==> config.mk <==
export PLATFORM = sky130hd
export DESIGN_NAME = periph_top
export DESIGN_NICKNAME = d
export VERILOG_FILES = /design/src/common/periph_pkg.sv /design/src/gpio/gpio_timer.sv /design/src/gpio/gpio_regs.sv /design/src/verilog/seg_scan.sv /design/src/verilog/periph_top.sv
export VERILOG_INCLUDE_DIRS = /design/src /design/src/common
export SDC_FILE = /design/constraint.sdc
export NUM_CORES = 1
export LEC_CHECK = 0
export BUFFER_PORTS_ARGS = -buffer_cell sky130_fd_sc_hd__buf_2
export CORE_ASPECT_RATIO = 2
export CORE_UTILIZATION = 55
export CTS_CLUSTER_SIZE = 24
export DETAILED_ROUTE_END_ITERATION = 12
export GPL_TIMING_DRIVEN = 0
export PLACE_DENSITY = 0.8
export RECOVER_POWER = 50
export SLEW_MARGIN = 20
export SYNTH_ARGS = -nofsm -noshare
export SYNTH_HDL_FRONTEND = slang
export SYNTH_HIERARCHICAL = 1
export SYNTH_SLANG_ARGS = --single-unit
==> constraint.sdc <==
create_clock -name clk -period 3.6 [get_ports clk]
set_input_delay 0.36 -clock clk [delete_from_list [all_inputs] [get_ports clk]]
set_output_delay 0.36 -clock clk [all_outputs]
set_load 0.05 [all_outputs]
==> src/common/periph_config.svh <==
`ifndef PERIPH_CONFIG_SVH
`define PERIPH_CONFIG_SVH

// register map, byte addresses
`define PERIPH_SWITCH_ADDR    16'h0000
`define PERIPH_KEYPAD_ADDR    16'h0004
`define PERIPH_BICOLOR0_ADDR  16'h0008
`define PERIPH_BICOLOR1_ADDR  16'h000c
`define PERIPH_LED_ADDR       16'h0010
`define PERIPH_NUM_ADDR       16'h0014
`define PERIPH_TIMER_ADDR     16'h0018

// reset values
`define PERIPH_LED_RESET      16'hffff
`define PERIPH_NUM_RESET      32'h0000_0000

// clock cycles each display digit stays lit
`define PERIPH_SEG_DIV        8

`endif

==> src/common/periph_pkg.sv <==
`default_nettype none

package periph_pkg;

    // one data word on the register bus
    typedef logic [31:0] bus_word_t;

    // bicolor led drive state
    typedef enum logic [1:0] {
        BICOLOR_OFF   = 2'd0,
        BICOLOR_RED   = 2'd1,
        BICOLOR_GREEN = 2'd2,
        BICOLOR_BOTH  = 2'd3
    } bicolor_t;

    typedef logic [3:0] hex_digit_t;

    // display word, bus view and per-digit view
    // digit[0] is the least significant nibble
    typedef union packed {
        bus_word_t            word;
        hex_digit_t [7:0]     digit;
    } num_word_t;

endpackage

`default_nettype wire

==> src/gpio/gpio_timer.sv <==
`timescale 1ns/10ps
`default_nettype none

module gpio_timer (
    input  wire                        clk,
    input  wire                        rst,
    input  wire                        load,
    input  wire periph_pkg::bus_word_t value,
    output periph_pkg::bus_word_t      count
);

    periph_pkg::bus_word_t count_next;

    // free running, wraps at 2^32
    always_comb begin
        if (load) begin
            count_next = value;
        end else begin
            count_next = count + 32'd1;
        end
    end

    always_ff @(posedge clk) begin
        if (!rst) begin
            count <= '0;
        end else begin
            count <= count_next;
        end
    end

endmodule

`default_nettype wire

==> src/gpio/gpio_regs.sv <==
`timescale 1ns/10ps
`default_nettype none

`include "periph_config.svh"

module gpio_regs (
    input  wire                   clk,
    input  wire                   rst,
    // register bus
    input  wire                   en,
    input  wire                   write_en,
    input  wire [15:0]            addr,
    input  wire periph_pkg::bus_word_t data_in,
    output periph_pkg::bus_word_t data_out,
    // board inputs
    input  wire [7:0]             switch,
    input  wire [15:0]            keypad,
    // board outputs
    output periph_pkg::bicolor_t  bicolor_led_0,
    output periph_pkg::bicolor_t  bicolor_led_1,
    output logic [15:0]           led,
    output periph_pkg::num_word_t num,
    // timer side
    input  wire periph_pkg::bus_word_t timer_count,
    output logic                  timer_load,
    output periph_pkg::bus_word_t timer_value
);

    wire rd_sel = en && !write_en;
    wire wr_sel = en && write_en;

    // timer write seen last cycle, blocks reload while held
    logic timer_wr_q;

    wire timer_wr = wr_sel && (addr == `PERIPH_TIMER_ADDR);

    always_ff @(posedge clk) begin
        if (!rst) begin
            timer_wr_q <= 1'b0;
        end else begin
            timer_wr_q <= timer_wr;
        end
    end

    // load only on the first cycle of a run
    assign timer_load  = timer_wr && !timer_wr_q;
    assign timer_value = data_in;

    // read data, registered, held between reads
    always_ff @(posedge clk) begin
        if (!rst) begin
            data_out <= '0;
        end else if (rd_sel) begin
            case (addr)
                `PERIPH_SWITCH_ADDR:   data_out <= {24'h0, switch};
                `PERIPH_KEYPAD_ADDR:   data_out <= {16'h0, keypad};
                `PERIPH_BICOLOR0_ADDR: data_out <= {30'h0, bicolor_led_0};
                `PERIPH_BICOLOR1_ADDR: data_out <= {30'h0, bicolor_led_1};
                `PERIPH_LED_ADDR:      data_out <= {16'h0, led};
                `PERIPH_NUM_ADDR:      data_out <= num.word;
                `PERIPH_TIMER_ADDR:    data_out <= timer_count;
                default: ;
            endcase
        end
    end

    // writable output registers
    always_ff @(posedge clk) begin
        if (!rst) begin
            bicolor_led_0 <= periph_pkg::BICOLOR_OFF;
            bicolor_led_1 <= periph_pkg::BICOLOR_OFF;
            led           <= `PERIPH_LED_RESET;
            num.word      <= `PERIPH_NUM_RESET;
        end else if (wr_sel) begin
            case (addr)
                `PERIPH_BICOLOR0_ADDR: begin
                    bicolor_led_0 <= periph_pkg::bicolor_t'(data_in[1:0]);
                end
                `PERIPH_BICOLOR1_ADDR: begin
                    bicolor_led_1 <= periph_pkg::bicolor_t'(data_in[1:0]);
                end
                `PERIPH_LED_ADDR: begin
                    led <= data_in[15:0];
                end
                `PERIPH_NUM_ADDR: begin
                    num.word <= data_in;
                end
                default: ;
            endcase
        end
    end

endmodule

`default_nettype wire

==> src/verilog/seg_scan.sv <==
`timescale 1ns/10ps
`default_nettype none

`include "periph_config.svh"

module seg_scan #(
    parameter int scan_div = `PERIPH_SEG_DIV
) (
    input  wire                        clk,
    input  wire                        rst,
    input  wire periph_pkg::num_word_t num,
    output logic [7:0]                 seg_an,
    output logic [6:0]                 seg_cat
);

    localparam int div_w = (scan_div > 1) ? $clog2(scan_div) : 1;

    logic [div_w-1:0] div_cnt;
    logic [2:0]       digit_idx;

    // active low segments, bit order g..a
    function automatic logic [6:0] hex_to_seg(input periph_pkg::hex_digit_t d);
        logic [6:0] on;
        case (d)
            4'h0: on = 7'h3f;
            4'h1: on = 7'h06;
            4'h2: on = 7'h5b;
            4'h3: on = 7'h4f;
            4'h4: on = 7'h66;
            4'h5: on = 7'h6d;
            4'h6: on = 7'h7d;
            4'h7: on = 7'h07;
            4'h8: on = 7'h7f;
            4'h9: on = 7'h6f;
            4'ha: on = 7'h77;
            4'hb: on = 7'h7c;
            4'hc: on = 7'h39;
            4'hd: on = 7'h5e;
            4'he: on = 7'h79;
            default: on = 7'h71;
        endcase
        return ~on;
    endfunction

    // digit index steps every scan_div cycles
    always_ff @(posedge clk) begin
        if (!rst) begin
            div_cnt   <= '0;
            digit_idx <= 3'd0;
        end else if (div_cnt == div_w'(scan_div - 1)) begin
            div_cnt   <= '0;
            digit_idx <= digit_idx + 3'd1;
        end else begin
            div_cnt <= div_cnt + div_w'(1);
        end
    end

    // anode and cathode loaded on the same edge
    always_ff @(posedge clk) begin
        if (!rst) begin
            seg_an  <= 8'hff;
            seg_cat <= 7'h7f;
        end else begin
            seg_an  <= ~(8'h01 << digit_idx);
            seg_cat <= hex_to_seg(num.digit[digit_idx]);
        end
    end

endmodule

`default_nettype wire

==> src/verilog/periph_top.sv <==
`timescale 1ns/10ps
`default_nettype none

module periph_top (
    input  wire                        clk,
    input  wire                        rst,
    // register bus
    input  wire                        en,
    input  wire                        write_en,
    input  wire [15:0]                 addr,
    input  wire periph_pkg::bus_word_t data_in,
    output wire periph_pkg::bus_word_t data_out,
    // board io
    input  wire [7:0]                  switch,
    input  wire [15:0]                 keypad,
    output wire periph_pkg::bicolor_t  bicolor_led_0,
    output wire periph_pkg::bicolor_t  bicolor_led_1,
    output wire [15:0]                 led,
    output wire [7:0]                  seg_an,
    output wire [6:0]                  seg_cat
);

    wire                        timer_load;
    wire periph_pkg::bus_word_t timer_value;
    wire periph_pkg::bus_word_t timer_count;
    wire periph_pkg::num_word_t num;

    gpio_regs u_regs (
        .clk           (clk),
        .rst           (rst),
        .en            (en),
        .write_en      (write_en),
        .addr          (addr),
        .data_in       (data_in),
        .data_out      (data_out),
        .switch        (switch),
        .keypad        (keypad),
        .bicolor_led_0 (bicolor_led_0),
        .bicolor_led_1 (bicolor_led_1),
        .led           (led),
        .num           (num),
        .timer_count   (timer_count),
        .timer_load    (timer_load),
        .timer_value   (timer_value)
    );

    gpio_timer u_timer (
        .clk   (clk),
        .rst   (rst),
        .load  (timer_load),
        .value (timer_value),
        .count (timer_count)
    );

    // scan rate from the config default
    seg_scan u_scan (
        .clk     (clk),
        .rst     (rst),
        .num     (num),
        .seg_an  (seg_an),
        .seg_cat (seg_cat)
    );

endmodule

`default_nettype wire

Word level (Yosys, flattened, before mapping)
Memory sizes are Yosys's and may differ from the RTL's.
Index checks and enable logic that the tools add are counted.
{ "totals": {"reg_bits": 138, "latchBits": 0, "ram_bits": 0, "mem_bits_ro": 112, "input_bits": 76, "out_inout_bits": 67, "elab_cells": 46, "mem_count": 1} }
{ "memory_table": {"columns": ["memory", "depth", "width", "read_ports", "rd_ports_with_merged_regs", "wr", "line_no", "rtl"], "rows": [
  ["(name not given)", 16, 7, 1, 0, 0, "seg_scan.sv:24", "case (d)"]
]} }
{ "classes": {"n_addsub": 3, "n_mul": 0, "n_div": 0, "order_cmp": 1, "n_eq_ne": 7, "shift": 1, "mux": 5, "bitwise": 3, "n_reduce_logical": 14} }
{ "ops": {"columns": ["cell", "n"], "rows": [
  ["32-bit one-hot mux with 7 select lines", 1],
  ["16-bit by 5-bit equality test with 1-bit output, second input constant", 3],
  ["32-bit by 1-bit adder with 32-bit output, second input constant", 1],
  ["16-bit by 4-bit equality test with 1-bit output, second input constant", 2],
  ["32-bit two-way mux", 1],
  ["16-bit by 3-bit equality test with 1-bit output, second input constant", 1],
  ["16-bit logical NOT", 1],
  ["4-bit binary-select mux with 3-bit select", 1],
  ["2-bit AND reduction", 5],
  ["8-bit inverter", 1],
  ["1-bit by 3-bit left shift with 8-bit output, first input constant", 1],
  ["7-bit two-way mux", 1],
  ["7-bit inverter", 1],
  ["7-bit nonzero test", 1],
  ["3-bit by 1-bit adder with 3-bit output, second input constant", 2],
  ["1-bit logical AND", 4],
  ["3-bit by 4-bit < comparator with 1-bit output, second input constant", 1],
  ["4-bit two-way mux", 1],
  ["3-bit equality test, second input constant", 1],
  ["1-bit logical NOT", 2],
  ["2-bit OR reduction", 1],
  ["1-bit inverter", 1]
]} }

Depth between registers and ports, before layout
Gate-level depths: netlist of the first run.
An unclocked memory read counts as a cell.
{ "depth": {"depth_word": 5, "depth_mapped": 11} }

Modules after synthesis
Netlist of the first run, hierarchy kept.
{ "modules_own_cells": {"columns": ["mod", "instances", "cells_each", "area_each_um2"], "rows": [
  ["gpio_regs", 1, 474, 3955.0],
  ["gpio_timer", 1, 227, 1874.3],
  ["seg_scan", 1, 115, 1226.2]
]} }

Worst setup path after synthesis of the first run
No wires, ideal clock.
{ "synth_path": {"path_type": "input to register", "startpoint": "in addr[3]", "endpoint": "reg u_timer.count[0]", "arrival_time_ns": 3.047, "required_ns": 3.485, "setup_slack_ns": 0.438, "path_stages": 10, "n_path_buf": 4, "path_cell_list": "clkbuf_1 or4b_2 nor4_2 clkbuf_1 nand3_1 nor2_1 clkbuf_1 buf_1 o21ai_0 and2_1"} }
{ "synth_via": {"elab_chain_len": 4} }
{ "synth_lines": {"columns": ["item", "line_no", "rtl"], "rows": [
  ["start: declaration", "periph_top.sv:10", "input wire [15:0] addr,"],
  ["16-bit by 5-bit equality test with 1-bit output (no line)", null, null],
  ["1-bit logical AND", "gpio_regs.sv:35", "wire timer_wr = wr_sel && (addr == `PERIPH_TIMER_ADDR);"],
  ["1-bit logical AND", "gpio_regs.sv:46", "assign timer_load = timer_wr && !timer_wr_q;"],
  ["net timer_load", "periph_top.sv:23", "wire timer_load;"],
  ["32-bit two-way mux", "gpio_timer.sv:16", "if (load) begin"],
  ["end signal: assignment", "gpio_timer.sv:27", "count <= count_next;"],
  ["end: declaration", "gpio_timer.sv:9", "output periph_pkg::bus_word_t count"]
]} }
The timed path passes the listed nets, and every way through them passes these cells.
A chain may end at the register's enable or synchronous reset.

Final worst setup path of the first run
{ "layout_path": {"startpoint": "in addr[13]", "endpoint": "reg u_regs/num[28] (netlist bit)"} }
{ "layout_via": {"elab_chain_len": 2} }
{ "layout_lines": {"columns": ["item", "line_no", "rtl"], "rows": [
  ["16-bit by 5-bit equality test with 1-bit output", "gpio_regs.sv:75", "case (addr)"],
  ["2-bit AND reduction (no line)", null, null],
  ["end: declaration", "gpio_regs.sv:22", "output periph_pkg::num_word_t num,"]
]} }
No other way between the ends.

==> results of run 1 <==
-- final cells by class --
class,instances,area share [%]
well taps,150,2.21
plain buffers,90,6.14
inverters,12,0.530
multi-input cells,576,43.8
flip-flops and latches,138,32.5
clock inverters,13,2.09
repair buffers,142,7.36
clock buffers,19,5.33
-- cell families after synthesis --
kind of cell / after synthesis / share of synthesized area [%]
AO/OA/AOI/OAI: 209 / 20.7
XOR/XNOR: 13 / 1.61
adder cells (fa/ha/maj): 15 / 2.66
buffers and inverters: 102 / 8.10
flip-flops: 138 / 39.2
multiplexers: 23 / 4.77
AND/OR/NAND/NOR: 316 / 23.0
-- through the flow --
stage	utilization (%)	cells	cell area, um2
after floorplan	-	816	7060
after global routing	67.7	1140	8500
final	67.7	1140	8500
after detailed placement	63.4	1108	7960
after global placement	63.4	1108	7950
after CTS	68.5	1140	8600
-- layout by cell type (no fill, tap or decap), types with 8 or more instances in the layout --
master and instances:
nand4_1 9, nand2_1 147, inv_1 11, o2bb2ai_2 10, a22oi_1 40, nor3_1 15, nor4_1 13, clkbuf_1 107
a31oi_1 10, buf_2 79, xnor2_1 9, a21oi_1 53, clkbuf_16 17, ha_1 15, nand3_1 38, or4_1 12
and3_1 12, buf_4 32, mux2i_1 12, nor2_1 20, a22o_1 15, dfxtp_1 138, or3_1 8, o21ai_0 38
-- tightest hold or removal path: stages --
cell	delay [ps]
buf_2	100
nand2_1	40
a21oi_1	50
-- registers in the layout (all words and copies together) (netlist names) --
name,cells
u_regs/bicolor_led_1,2
u_regs/led,16
u_regs/bicolor_led_0,2
u_scan/seg_an,8
u_scan/seg_cat,7
u_scan/div_cnt,3
u_scan/digit_idx,3
u_regs/num,32
u_regs/timer_wr_q,1
u_regs/data_out,32
u_timer/count,32
-- layer usage --
metal | share of wire (%) | track usage (%) | vias up
met5 | 0 | 0 | -
met4 | 7.2 | 23.9 | 0
met3 | 7.3 | 5.56 | 120
met2 | 51 | 59.2 | 447
met1 | 35 | 35.2 | 3214
li1 | - | - | 3285
-- how the worst max path moves through the flow --
stage,start,endpoint,slack [ps]
after detailed placement,addr[3],u_timer/count[0],-670
after global placement,addr[3],u_timer/count[0],-610
after floorplan,addr[3],u_timer/count[0],440
after CTS,addr[3],u_timer/count[0],130
final,addr[13],u_regs/num[28],190
after global routing,addr[3],u_timer/count[0],110
-- where the power goes --
part | total (W) | internal (W) | switching [W]
Sequential | 0.00155 | 0.00154 | 0.0000112
Clock | 0.00186 | 0.00115 | 0.000717
Combinational | 0.000201 | 0.0000816 | 0.000119
==> impl_results.md, run 1 <==
* Status: finished with violations
* Failing checks: max-capacitance violations, max-slew violations
* GRT Util Overall at between 30% and 40%
* Crit path setup slack, layout at between 150 and 200 ps
* Seq cells post-synth at between 100 and 150
* Leakage at 3.25 nW
* CTS H-Tree Depth at 4
* Die area at 13,300 um2
* Final Hold Fails at 0
* Register area share after synthesis at 39.2%
* Total core area at 12,600 um2
* Critical path depth in cells at 8
* Clk buf depth at 2
* Crit path max fanout at 10
* Antenna viol nets, final at 0
* VDD IR max at approximately 0.38 mV
* # hold bufs at CTS at 0
* Worst path most repeated cell: clkbuf_1
* Clock transition at the registers of the reported paths at roughly 60 ps
* Worst Hold Class: input pin to flip-flop
* Vias in the first global route at 6,773
* Die height at 162 um
* Layout fillers at about 1,100
* Vias at between 7,000 and 8,000
* CTS resizes at 2
* Tot Pwr at about 0.0036 W
* WHS at 184 ps
* I/O pins at 143
* FF-to-FF setup slack at 430 ps
* Largest net degree at the start of global routing at 17
* Pre-CTS setup slack at -673 ps
* Post-Syn Area at approximately 7000 um2
* Layout Skew at 14.1 ps
* CTS Sinks at 138
* Worst path required time at 3880 ps
* Beginning of the worst hold path: switch[3]
* Syn_nets at approximately 900
* Commonest cells post-synth: nand2_1, dfxtp_1, a21oi_1, a22oi_1, clkbuf_1
* Die Wd at 82.1 um
* Worst Hold Depth at 3
* Hold Crit Endpoint: u_regs/data_out[3]
* Ys async rst share at 0%
* Setup TNS at 0 ps
* Reg2Reg Depth at 9
* Post-synth top area share at 39.2%
* Fin crit share at 94.7%
* Routed vias/inst at around 6.2
* Buffers on Ports at 142
* Initial Util at 56.2%
* N_diodes at 0
* Startpoint types: input pin
* Standard-cell rows at 58
* Detailed Route Iter0 Violations at 636
* Fmax at 293 MHz
* Distinct cells, synth at 75
* Yosys warns at 6
* Crit Path Category: input pin to flip-flop
* Worst path max stage delay at 1360 ps
* Top FF cell, synth: dfxtp_1
* Layout cell share with drive strength beyond 1 at 19.1%
* Arr. time, crit path at 3690 ps
* Unrepaired setup endpoints after global routing: false
* Total CTS buffers at 17
* EDFF count, synth at 0
* Post-synth top area cell: dfxtp_1
* Synth Instances at between 800 and 900
* Pins Over Slew Limit at 7
* Relative slew slack at -8.49%
* Register area at 2760 um2
* Setup Fix Bufs, Post-CTS at 0
* First-pass GRT wire length at between 30,000 and 40,000 um
* Root buffer cell: clkbuf_16
* TritonRoute pass-1 iters at 6
* Worst-path cell with the longest stage delay: nor4_1
* Area growth, synth to finish at 20.4%
* Worst reg2reg startpoint: u_scan/digit_idx[0]
* Nets at 1,068
* Count leader, synth: nand2_1
* Area of the multi-input gates at 3720 um2
* # Max-Cap Violations at 1
* GPL Wtd Cong at 0.928
* Worst-Margin Slew at 1610 ps
* Average wire per standard cell at slightly below 20 um
* Dpl hpwl at ~16,000 um
* Gr ovfl total at 0
* DRC Markers at 0
* Mean Syn Cell Area at approximately 8.6 um2
* CP delay by family, top: simple AND/OR/NAND/NOR gates
* Power Density at 425 nW/um2
* Worst-Skew Late Latency at between 400 and 500 ps
* CTS tree: done
* CP Cell Sequence: buf_2 > or4_1 > clkbuf_1 > nor4_1 > nand3_1 > clkbuf_1 > nand2_1 > a21oi_1
* Buf/Inv on CP at 3
* CP endpoint kind: flip-flop
* Initial antenna violation count at 0
* Reg-to-reg endpoint: u_scan/seg_cat[3]
* Final Critical Period at approximately 3400 ps
* Final setup fails at 0
* Total Wirelength at 22,100 um
* Synth area leaders: dfxtp_1, nand2_1, a22oi_1
No activity file was read; power rests on OpenSTA's default activity.
==> inputs of run 2 (changes only) <==
--- a/config.mk
+++ b/config.mk
@@ -7,13 +7,12 @@
 export NUM_CORES = 1
 export LEC_CHECK = 0
 export BUFFER_PORTS_ARGS = -buffer_cell sky130_fd_sc_hd__buf_2
-export CORE_ASPECT_RATIO = 2
+export CORE_ASPECT_RATIO = 1.2
 export CORE_UTILIZATION = 55
-export CTS_CLUSTER_SIZE = 24
 export DETAILED_ROUTE_END_ITERATION = 12
 export GPL_TIMING_DRIVEN = 0
 export PLACE_DENSITY = 0.8
-export RECOVER_POWER = 50
+export RECOVER_POWER = 25
 export SLEW_MARGIN = 20
 export SYNTH_ARGS = -nofsm -noshare
 export SYNTH_HDL_FRONTEND = slang
==> run 2 against run 1 <==
Net effect: clock power is 11% higher; sequential power is essentially flat; final area is 1.4% higher; register-to-register slack gained 60 ps; count of clock-buffer cells in the layout unchanged; wire length shrank 2.0%; the run now ends clean; first-iteration DRC count down 7.4%; highest routed layer unchanged; sequential cell count stayed put; clock skew fell by 6.7 ps; worst hold slack got worse by 6.5 ps; fmax increased by 1.9%.
==> impl_results.md, run 2 (synthesis gave the netlist of run 1 again) <==
* Reg-to-reg endpoint: u_scan/seg_cat[3] (unchanged)
* Area growth, synth to finish at 22.1% (was 20.4%)
* WHS at 177 ps (was 184 ps)
* # Max-Cap Violations at 0 (was 1)
* Vias at 6,993 (was 7,066)
* Final setup fails at 0 (unchanged)
* CP Cell Sequence: buf_2 > clkbuf_1 > or4b_2 > nor4_4 > clkbuf_2 > nand3_1 > nor2_1 > clkbuf_2 > nor2_1 > a21o_1 > a211oi_1 (was buf_2 > or4_1 > clkbuf_1 > nor4_1 > nand3_1 > clkbuf_1 > nand2_1 > a21oi_1)
* Crit path max fanout at 19 (was 10)
* Most frequent cells in the layout: nand2_1, dfxtp_1, buf_2 (was nand2_1, dfxtp_1, clkbuf_1)
* Crit path from: addr[3] (was addr[13])
* Commonest non-fill, non-tap cell in the layout: nand2_1 (unchanged)
* Status: finished, final reports clean (was finished with violations)
* TritonRoute pass-1 iters at 6 (unchanged)
* Clk buf depth at 2 (unchanged)
* VDD IR max at 0.268 mV (was 0.377 mV)
* Average wire per standard cell at 18.9 um (was 19.4 um)
* Worst reg2reg startpoint: u_scan/digit_idx[0] (unchanged)
* Post-placement cell area at 7970 um2 (was 7960 um2)
* Worst-Margin Slew at 1060 ps (was 1610 ps)
* N_diodes at 0 (unchanged)
* Final Hold Fails at 0 (unchanged)
* Layout fillers at 991 (was 1,079)
* Detailed Route Iter0 Violations at 589 (was 636)
* Total CTS buffers at 17 (unchanged)
* Final Critical Period at 3340 ps (was 3410 ps)
* Worst Hold Class: input pin to flip-flop (unchanged)
* DRC Markers at 0 (unchanged)
* GPL Wtd Cong at 0.958 (was 0.928)
* Leakage at 3.33 nW (was 3.25 nW)
* Startpoint types: input pin (unchanged)
* Worst path max stage delay at 700 ps (was 1360 ps)
* Worst Setup EP: u_timer/count[31] (was u_regs/num[28])
* Largest net degree at the start of global routing at 17 (unchanged)
* Buffers on Ports at 142 (unchanged)
* Die Wd at 105 um (was 82.1 um)
* Die height at 126 um (was 162 um)
* GRT Util Overall at 32.9% (was 33.9%)
* Post-Layout Inst Area at 8610 um2 (was 8500 um2)
* CP endpoint kind: flip-flop (unchanged)
* CTS H-Tree Depth at 4 (unchanged)
* Gr ovfl total at 0 (unchanged)
* Worst-Skew Late Latency at 420 ps (about the same)
* Unrepaired setup endpoints after global routing: false (unchanged)
* Clock transition at the registers of the reported paths at 60 ps (about the same)
* Dpl hpwl at 16,300 um (was 16,400 um)
* First-pass GRT wire length at 34,000 um (was 33,400 um)
* Total Wirelength at 21,700 um (was 22,100 um)
* Register area at 2760 um2 (unchanged)
* CP delay by family, top: simple AND/OR/NAND/NOR gates (unchanged)
* Buf/Inv on CP at 4 (was 3)
* Critical path depth in cells at 11 (was 8)
* CTS Sinks at 138 (unchanged)
* Relative slew slack at 28.5% (was -8.49%)
* Largest regs: u_regs/data_out x32, u_regs/num x32, u_timer/count x32 (unchanged)
* Reg2Reg Depth at 9 (unchanged)
* Initial antenna violation count at 0 (unchanged)
* Worst-path cell with the longest stage delay: or4b_2 (was nor4_1)
* Standard-cell rows at 44 (was 58)
* Nets at 1,067 (was 1,068)
* Fmax at 299 MHz (was 293 MHz)
* Initial Util at 57.5% (was 56.2%)
* Routed vias/inst at 6.09 (was 6.20)
* Crit Path Category: input pin to flip-flop (unchanged)
* Root buffer cell: clkbuf_16 (unchanged)
* Vias in the first global route at 6,546 (was 6,773)
* Worst path required time at 3920 ps (was 3880 ps)
* Pins Over Slew Limit at 0 (was 7)
* FF-to-FF setup slack at 490 ps (was 430 ps)
* Layout Skew at 7.37 ps (was 14.1 ps)
* CTS tree: done (unchanged)
* Antenna viol nets, final at 0 (unchanged)
* Layout cell share with drive strength beyond 1 at 21.5% (was 19.1%)
* Fin crit share at 92.9% (was 94.7%)
* Power Density at 443 nW/um2 (was 425 nW/um2)
* Total core area at 12,300 um2 (was 12,600 um2)
* I/O pins at 143 (unchanged)
* Die area at 13,300 um2 (about the same)
* Final core utilization at 70.2% (was 67.7%)
* Area of the multi-input gates at 3740 um2 (was 3720 um2)
* Arr. time, crit path at 3670 ps (was 3690 ps)
run 2: cell type report:
type / instances / area share, %
clock buffer: 19 / 5.26
buffer: 89 / 6.01
clock inverter: 12 / 2.83
timing repair buffer: 142 / 7.58
sequential: 138 / 32.1
multi-input combinational: 576 / 43.4
tap: 161 / 2.34
inverter: 12 / 0.523
run 2: timing repair:
item                                    4_1_cts  5_1_grt
buffers inserted                              0        0
gates cloned                                  0        0
pin swaps                                     0        0
resized for setup                             2        2
hold buffers                                  0        0
endpoints found under the setup margin       10        8
run 2: worst min-delay path by stage:
stage,start,end,depth (start not counted)
6_report,switch[7],u_regs/data_out[7],3
5_1_grt,switch[5],u_regs/data_out[5],3
4_1_cts,switch[7],u_regs/data_out[7],3
3_5_place_dp,u_scan/div_cnt[0],u_scan/div_cnt[0],1
3_3_place_gp,u_scan/div_cnt[0],u_scan/div_cnt[0],1
2_1_floorplan,u_scan/div_cnt[0],u_scan/div_cnt[0],1
run 2: worst min-delay path: cells and delay by family:
kind / cells / cell delay, ps
simple gates: 1 / 40
compound gates: 1 / 50
buf+inv: 1 / 100
run 2: stage by stage:
step                      power (W)  std cells  worst slack, ps  setup TNS, ps
after detailed placement    0.00178       1119             -811         -12070
after CTS                   0.00382       1150             12.4              0
final                       0.00381       1149              256              0
after global placement      0.00178       1119             -713          -9020
after floorplan             0.00169        816              438              0
after global routing        0.00391       1149             88.7              0
run 2: power breakdown:
part           total, W  internal, W  switching [W]
clock network   0.00206      0.00140       0.000664
registers       0.00155      0.00154     0.00000977
logic          0.000200    0.0000814       0.000118
total           0.00381      0.00302       0.000792
run 2: layer usage:
metal  track usage [%]  wire length (um)  vias to the layer above
li1                  -                 -                     3275
met1              40.5              8660                     3267
met2              55.3             10600                      390
met3              6.47              1650                       61
met4              15.5               802                        0
met5                 0                 0                        -
==> inputs of run 3 (changes only) <==
--- a/config.mk
+++ b/config.mk
@@ -7,7 +7,7 @@
 export NUM_CORES = 1
 export LEC_CHECK = 0
 export BUFFER_PORTS_ARGS = -buffer_cell sky130_fd_sc_hd__buf_2
-export CORE_ASPECT_RATIO = 1.2
+export CORE_ASPECT_RATIO = 0.9
 export CORE_UTILIZATION = 55
 export DETAILED_ROUTE_END_ITERATION = 12
 export GPL_TIMING_DRIVEN = 0
==> run 3 against run 2 <==
Net effect: worst hold slack got worse by 13 ps; highest routed layer unchanged; combinational power about the same; first-iteration DRC count increased by 59%; sequential cell count unchanged.
==> impl_results.md, run 3 (synthesis gave the netlist of run 1 again) <==
* Nets at 1,068 (was 1,067)
* Vias in the first global route at 6,193 (was 6,546)
* Relative slew slack at 34.5% (was 28.5%)
* GRT Util Overall at 33.2% (was 32.9%)
* Fmax at 307 MHz (was 299 MHz)
* Top Layer Used: met4 (unchanged)
* Met3 WL at 2410 um (was 1650 um)
* Status: finished, final reports clean (unchanged)
* Vias at 6,984 (was 6,993)
* N_diodes at 0 (unchanged)
* Routed vias/inst at 6.07 (was 6.09)
* Crit path from: addr[3] (unchanged)
* Pins Over Slew Limit at 0 (unchanged)
* Largest regs: u_regs/data_out x32, u_regs/num x32, u_timer/count x32 (unchanged)
* Clock transition at the registers of the reported paths at 60 ps (about the same)
* Fin crit share at 90.4% (was 92.9%)
* Gr ovfl total at 0 (unchanged)
* Crit path max fanout at 10 (was 19)
* TritonRoute pass-1 iters at 8 (was 6)
* Final Hold Fails at 0 (unchanged)
* Post-placement cell area at 7970 um2 (about the same)
* Worst path required time at 3930 ps (was 3920 ps)
* Power Density at 429 nW/um2 (was 443 nW/um2)
* Setup Fix Bufs, Post-CTS at 0 (unchanged)
* FF-to-FF setup slack at 420 ps (was 490 ps)
* Reg-to-reg endpoint: u_scan/seg_cat[3] (unchanged)
* Final Critical Period at 3260 ps (was 3340 ps)
* Post-Layout Inst Area at 8570 um2 (was 8610 um2)
* Die height at 109 um (was 126 um)
* Worst Hold Class: input pin to flip-flop (unchanged)
* Leakage at 3.31 nW (was 3.33 nW)
* Layout Skew at 9.49 ps (was 7.37 ps)
* Startpoint types: input pin (unchanged)
* VDD IR max at 0.326 mV (was 0.268 mV)
* CTS H-Tree Depth at 4 (unchanged)
* Crit Path Category: input pin to flip-flop (unchanged)
* Total CTS buffers at 17 (unchanged)
* WHS at 164 ps (was 177 ps)
* Antenna viol nets, final at 0 (unchanged)
* Standard-cell rows at 38 (was 44)
* CP endpoint kind: flip-flop (unchanged)
* Met1 wire length at 9350 um (was 8660 um)
* CTS tree: done (unchanged)
* Root buffer cell: clkbuf_16 (unchanged)
* Detailed Route Iter0 Violations at 936 (was 589)
* Met2 Wirelength at 9550 um (was 10,600 um)
* Tot Pwr at 0.00368 W (was 0.00381 W)
* First-pass GRT wire length at 33,100 um (was 34,000 um)
* I/O pins at 143 (unchanged)
* Total Wirelength at 21,600 um (was 21,700 um)
* # Max-Cap Violations at 0 (unchanged)
* Final setup fails at 0 (unchanged)
* GPL Wtd Cong at 0.898 (was 0.958)
* Die Wd at 121 um (was 105 um)
* Dpl hpwl at 15,700 um (was 16,300 um)
* Commonest non-fill, non-tap cell in the layout: nand2_1 (unchanged)
* Unrepaired setup endpoints after global routing: false (unchanged)
* Die area at 13,300 um2 (about the same)
* Buffers on Ports at 142 (unchanged)
* Clk buf depth at 2 (unchanged)
* Average wire per standard cell at 18.8 um (was 18.9 um)
* Worst Setup EP: u_timer/count[17] (was u_timer/count[31])
* Layout cell share with drive strength beyond 1 at 21.5% (about the same)
* DRC Markers at 0 (unchanged)
* Worst-Skew Late Latency at 420 ps (about the same)
* Arr. time, crit path at 3590 ps (was 3670 ps)
* CTS Sinks at 138 (unchanged)
* Initial Util at 57.5% (about the same)
* Worst-Margin Slew at 973 ps (was 1060 ps)
* Reg2Reg Depth at 9 (unchanged)
* Largest net degree at the start of global routing at 17 (unchanged)
* Initial antenna violation count at 0 (unchanged)
* Total core area at 12,300 um2 (about the same)
* Area growth, synth to finish at 21.5% (was 22.1%)
* Most frequent cells in the layout: nand2_1, dfxtp_1, buf_2 (unchanged)
* Worst reg2reg startpoint: u_scan/digit_idx[0] (unchanged)
## run 3: changes by cell type in the layout (fill, tap and decap cells not counted), sizes merged
cell and change:
clkinvlp +1, bufinv -2, inv +3
## run 3: power breakdown
part,total (W),internal [W],switching (W)
Sequential,0.00155,0.00154,0.0000108
Combinational,0.000202,0.0000819,0.000120
Clock,0.00192,0.00123,0.000690
Total,0.00368,0.00285,0.000822
## run 3: timing repair
item | CTS | global route
hold buffers | 0 | 0
gates cloned | 0 | 0
endpoints found under the setup margin | 8 | 10
resized for setup | 2 | 4
## run 3: metrics by stage
step | setup TNS (ps) | cells | utilization (%) | setup WS [ps]
after floorplan | 0 | 816 | - | 438
after global placement | -7480 | 1118 | 64.9 | -710
after detailed placement | -8700 | 1118 | 64.9 | -720
after CTS | 0 | 1150 | 70.3 | 96.5
after global routing | 0 | 1150 | 69.9 | 172
final | 0 | 1150 | 69.9 | 344
## run 3: worst min path at each step
stage | start | to | slack [ps] | depth (start not counted)
after CTS | switch[6] | u_regs/data_out[6] | 150 | 3
after global routing | switch[3] | u_regs/data_out[3] | 170 | 3
after floorplan | u_scan/div_cnt[0] | u_scan/div_cnt[0] | 400 | 1
after global placement | u_scan/div_cnt[0] | u_scan/div_cnt[0] | 420 | 1
after detailed placement | u_scan/div_cnt[0] | u_scan/div_cnt[0] | 430 | 1
final | switch[6] | u_regs/data_out[6] | 160 | 3
## run 3: per-layer routing
metal	global-route usage [%]	vias to the layer above
met5	0	-
met3	8.35	26
met1	45.9	3246
met4	10.8	0
li1	-	3277
met2	50.6	435
## run 3: cell type report
class	count	area, um2
multi-input cells	576	3740
fillers	1015	3690
flip-flops and latches	138	2760
repair buffers	142	652
plain buffers	90	523
clock buffers	18	429
clock inverters	14	218
well taps	160	200
inverters	12	45.0
## run 3: critical path, stage by stage
cell and delay (ps):
buf_2 90, clkbuf_1 330, or4b_2 700, nor4_4 410
clkbuf_2 350, nand3_1 170, nor2_1 220, clkbuf_2 320
buf_2 300, a311oi_1 90, nor3_1 230
